## src/rf_consts.svh

```systemverilog
`ifndef RF_CONSTS_SVH
`define RF_CONSTS_SVH

// image geometry, pixels stored row after row
`define IMG_W 28
`define IMG_H 28
`define IMG_PIXELS 784

// each input word carries four pixels with the lowest byte at the lowest address
`define PIX_PER_WORD 4
`define WORDS_PER_IMG 196

// the receptive field reaches WIN_RAD pixels to each side of its centre
`define WIN_RAD 2

// right shift that turns the 25-pixel sum into the receptive-field value
`define RF_SHIFT 5

`endif

```

## src/rf_pkg.sv

```systemverilog
package rf_pkg;

	typedef logic [7:0] pixel_t;
	typedef logic [9:0] pix_addr_t;
	typedef logic [4:0] coord_t;
	typedef logic [31:0] img_word_t;

	// wide enough for 25 pixels at full scale
	typedef logic [12:0] win_sum_t;

	// bit k covers the column at offset k - 2 from the centre
	typedef logic [4:0] lane_mask_t;

	typedef struct packed {
		pix_addr_t centre;
		pix_addr_t base;
		coord_t col;
		lane_mask_t mask;
		logic first;
		logic last;
	} row_req_t;

	typedef struct packed {
		pixel_t [4:0] pix;
		pix_addr_t centre;
		logic first;
		logic last;
	} row_data_t;

	typedef struct packed {
		pix_addr_t centre;
		pixel_t value;
	} rf_result_t;

	typedef enum logic {
		IDLE,
		SCAN
	} scan_state_t;

endpackage

```

## src/window_accum.sv

```systemverilog
`include "rf_consts.svh"

module window_accum (
	input logic clk,
	input logic rst,
	input logic i_row_valid,
	input rf_pkg::row_data_t i_row,
	output logic o_rf_valid,
	output rf_pkg::rf_result_t o_rf
);

	rf_pkg::win_sum_t row_sum;
	rf_pkg::win_sum_t win_sum;
	rf_pkg::win_sum_t acc;

	always_comb begin
		row_sum = '0;
		for (int k = 0; k <= 2 * `WIN_RAD; k++) begin
			row_sum = row_sum + rf_pkg::win_sum_t'(i_row.pix[k]);
		end
		// the first row of a window drops whatever the previous window left behind
		win_sum = i_row.first ? row_sum : acc + row_sum;
	end

	always_ff @(posedge clk) begin
		if (i_row_valid) begin
			acc <= win_sum;
			if (i_row.last) begin
				o_rf.centre <= i_row.centre;
				o_rf.value <= rf_pkg::pixel_t'(win_sum >> `RF_SHIFT);
			end
		end
	end

	always_ff @(posedge clk or posedge rst) begin
		if (rst) begin
			o_rf_valid <= 1'b0;
		end else begin
			o_rf_valid <= i_row_valid && i_row.last;
		end
	end

	// every window takes five row reads so results never come back to back
	assert property (@(posedge clk) disable iff (rst) o_rf_valid |=> !o_rf_valid)
		else $error("results on consecutive cycles");

endmodule

```

## config.mk

```make
export PLATFORM = sky130hd
export DESIGN_NAME = window_accum
export DESIGN_NICKNAME = d
export VERILOG_FILES = /design/src/rf_pkg.sv /design/src/window_accum.sv
export VERILOG_INCLUDE_DIRS = /design/src
export SDC_FILE = /design/constraint.sdc
export NUM_CORES = 1
export LEC_CHECK = 0
export BUFFER_PORTS_ARGS = -buffer_cell sky130_fd_sc_hd__buf_4
export CORE_MARGIN = 2
export CORE_UTILIZATION = 55
export CTS_BUF_LIST = sky130_fd_sc_hd__clkbuf_8
export DETAILED_ROUTE_END_ITERATION = 8
export PLACE_DENSITY_LB_ADDON = 0.25
export SLEW_MARGIN = 10
export SYNTH_ARGS = -nofsm -noshare
export SYNTH_HDL_FRONTEND = slang
export SYNTH_SLANG_ARGS = --single-unit
export TNS_END_PERCENT = 20
```

## constraint.sdc

```tcl
create_clock -name clk -period 2.6 [get_ports clk]
set_input_delay 0.13 -clock clk [delete_from_list [all_inputs] [get_ports clk]]
set_output_delay 0.13 -clock clk [all_outputs]
set_load 0.03 [all_outputs]
```

==> run metrics <==
outcome=finished, violations left; violated checks=setup timing; number of library cell types mapped by synthesis=45; Inserted Diodes=0; sequential cell area fraction in the yosys report=33.4%; Post-synth ARST share=3.13%; number of remaining DRC errors=0; endpoint type of the worst setup path=flop; count of boundary I/O pins=74; biggest area contributors in the synthesized netlist=sky130_fd_sc_hd__edfxtp_1 33%, sky130_fd_sc_hd__fa_1 17%, sky130_fd_sc_hd__ha_1 11%; number of buffers inserted during clock tree synthesis=5; synth cell count leaders=73 x sky130_fd_sc_hd__inv_1, 31 x sky130_fd_sc_hd__edfxtp_1, 25 x sky130_fd_sc_hd__ha_1; first-pass GRT wire length=around 12 mm; TritonCTS clock tree=done; Total Die Area=0.00580 sq mm; RePlAce Congestion=0.900; commonest register cell after synthesis=sky130_fd_sc_hd__edfxtp_1; area post-placement=~0.0039 sq mm; Reg2Reg Depth=7; R2R Setup Slk=0.03 ns; count of yosys warnings during synthesis=0; most utilized layer in the global route result=met2; Post-synth EDFFs=31; slew at the pin with the worst max-slew slack=0.873 ns; startpoint type of the worst setup path=input port; count of routing violations after the opening detailed-route iteration=240; detail-routed net length per standard cell=between 15 and 20 um; worst path arrival time=approximately 4.6 ns; Via density=5.68; core area=0.00507 sq mm; area of all placed cells without fillers=approximately 0.0044 sq mm; Final nets=around 500; starting utilization of the core area=56.4%; final hold viol count=0; clock slew at the register clock pins of the worst setup and hold paths=0.07 ns; area grow syn2layout=54.4%; total detailed-routing wirelength=~9 mm; maximum net fanout on the critical path=6; final critical path time including I/O delays and setup=4.52 ns; post-synthesis instance total=about 280; Final Skew=0.00403 ns; unrepaired setup endpoints after global routing=true; share of the core filled with cells in the final layout=between 80 and 90%; CP Data Required Time=2.64 ns; grt met2 use=50.3%; Avg Synthesized Cell Area=between 10 and 15 sq um; share of cells above drive strength 1=roughly half; sum of net half-perimeters after detailed placement=slightly above 5 mm; Root Buffer Master=sky130_fd_sc_hd__clkbuf_8; worst reg2reg path startpoint=acc[0]; via count=around 2700; number of iterations in the first detailed-routing pass=4; antenna violations before repair=0; remaining max-slew budget at the tightest pin=roughly two fifths; Final ANT Viol Nets=0; library cell with the highest instance count after synthesis=sky130_fd_sc_hd__inv_1; count of pins over their slew limit=0; overall die height=around 76 um; ratio of final minimum period to clock period=174%; net count after synthesis=~380; number of clock sinks=32; met1 demand-to-capacity share in global routing=between 30 and 40%; area share of the largest cell type after synthesis=32.5%; Global Route met3 Usage=under 10%; Cell Area, Synth=approximately 0.0029 sq mm; class of the most critical setup path=in2reg; number of global-route vias before repair=2616; overflow left after global routing=0; endpoints failing setup=20; Overall Global Routing Usage=26.0%; capture point of the worst reg-to-reg path=acc[10]; CTS H-tree lvls=2; Setup TNS=-30.00 ns; fin worst setup slack=-1.92 ns; Clock Tree Buf Depth=2; total of flip-flops plus latches after synthesis=32; largest net degree at the start of global routing=29; Worst-Skew Late Latency=roughly 0.29 ns; Die X-Extent=about 76 um; worst setup path endpoint=acc[10]; path category of the worst min-delay check=in2reg; Synth area leader=sky130_fd_sc_hd__edfxtp_1; num rows=26; filler cell count=248; launch point of the critical path=i_row[31]; highest clock rate=between 200 and 250 MHz; number of buffers added on ports=73; number of max-cap violations=0
-- critical path: stages --
cell	delay [ns]
sky130_fd_sc_hd__buf_4	0.08
sky130_fd_sc_hd__inv_2	0.03
sky130_fd_sc_hd__fa_1	0.54
sky130_fd_sc_hd__inv_2	0.04
sky130_fd_sc_hd__fa_1	0.53
sky130_fd_sc_hd__inv_2	0.05
sky130_fd_sc_hd__fa_1	0.51
sky130_fd_sc_hd__inv_2	0.05
sky130_fd_sc_hd__ha_4	0.21
sky130_fd_sc_hd__nor2b_4	0.12
sky130_fd_sc_hd__o31a_1	0.32
sky130_fd_sc_hd__a221oi_2	0.45
sky130_fd_sc_hd__xnor2_1	0.17
sky130_fd_sc_hd__ha_2	0.42
sky130_fd_sc_hd__nand2_1	0.11
sky130_fd_sc_hd__o31ai_2	0.34
sky130_fd_sc_hd__xor2_1	0.15
sky130_fd_sc_hd__mux2_4	0.30
-- sequential cells by signal, summed over array words and instances, names as in the netlist --
| register | cells |
|---|---|
| o_rf | 18 |
| acc | 13 |
| o_rf_valid | 1 |
-- metal layers --
metal  wire length (um)  vias up
met3                536       42
met4                454        0
met1               3160     1317
met5                  0        -
met2               5070      137
li1                   -     1174
-- stage by stage --
step | worst slack [ns] | std cells | hold WS [ns]
4_1_cts | -1.64 | 469 | 0.00422
2_1_floorplan | -1.68 | 279 | -0.141
5_1_grt | -2.01 | 470 | 0.00461
6_report | -1.92 | 470 | 0.00839
3_3_place_gp | -1.97 | 461 | -0.0263
3_5_place_dp | -2.07 | 461 | -0.0228
-- worst min-delay path by stage --
stage / start / to / depth (start not counted) / slack [ns]
after CTS: i_row[5] / o_rf[11] / 1 / 0.004
after detailed placement: rst / o_rf_valid / 2 / -0.02
after floorplan: rst / o_rf_valid / 1 / -0.14
final: i_row[5] / o_rf[11] / 1 / 0.008
after global routing: i_row[6] / o_rf[12] / 1 / 0.005
after global placement: rst / o_rf_valid / 2 / -0.03
-- layout make-up --
type	instances	area (sq um)	area share (%)
Multi-Input combinational cell	170	2090	47.3
Tap cell	70	87.6	1.98
Clock buffer	5	68.8	1.56
Clock inverter	3	42.5	0.962
Sequential cell	32	956	21.6
Inverter	73	282	6.36
Timing Repair Buffer	117	896	20.3
-- logic make-up (layout without fill, tap and decap cells) --
kind of cell	count (synthesis)	in the layout	synth area share, %
adder cells (fa/ha/maj)	49	49	27.7
AO/OA/AOI/OAI	56	56	13.8
AND/OR/NAND/NOR	47	47	9.04
flip-flops	32	32	33.4
buffers and inverters	77	198	10.1
multiplexers	5	5	1.97
XOR/XNOR	13	13	3.98
-- repair_timing --
action,in CTS,in global routing
buffers inserted,0,1
hold buffers,1,0
hold endpoints to repair,1,0
gates resized for setup,48,36
setup endpoints to repair,20,20
pin swaps,27,19
-- layout by cell type, fill, tap and decap left out, types with 5 or more instances in the layout --
| cell type | synthesis | final |
|---|---|---|
| sky130_fd_sc_hd__nand2_1 | 8 | 6 |
| sky130_fd_sc_hd__inv_2 | 0 | 12 |
| sky130_fd_sc_hd__clkbuf_8 | 0 | 5 |
| sky130_fd_sc_hd__ha_1 | 25 | 12 |
| sky130_fd_sc_hd__a21o_1 | 9 | 7 |
| sky130_fd_sc_hd__inv_1 | 73 | 60 |
| sky130_fd_sc_hd__buf_4 | 0 | 112 |
| sky130_fd_sc_hd__fa_1 | 24 | 22 |
| sky130_fd_sc_hd__edfxtp_1 | 31 | 31 |
| sky130_fd_sc_hd__nor2_1 | 11 | 8 |
| sky130_fd_sc_hd__ha_4 | 0 | 12 |
| sky130_fd_sc_hd__a21oi_1 | 13 | 6 |
Power is not shown: default switching activity piles up to over one toggle a cycle in this logic, so the estimate is an artifact.
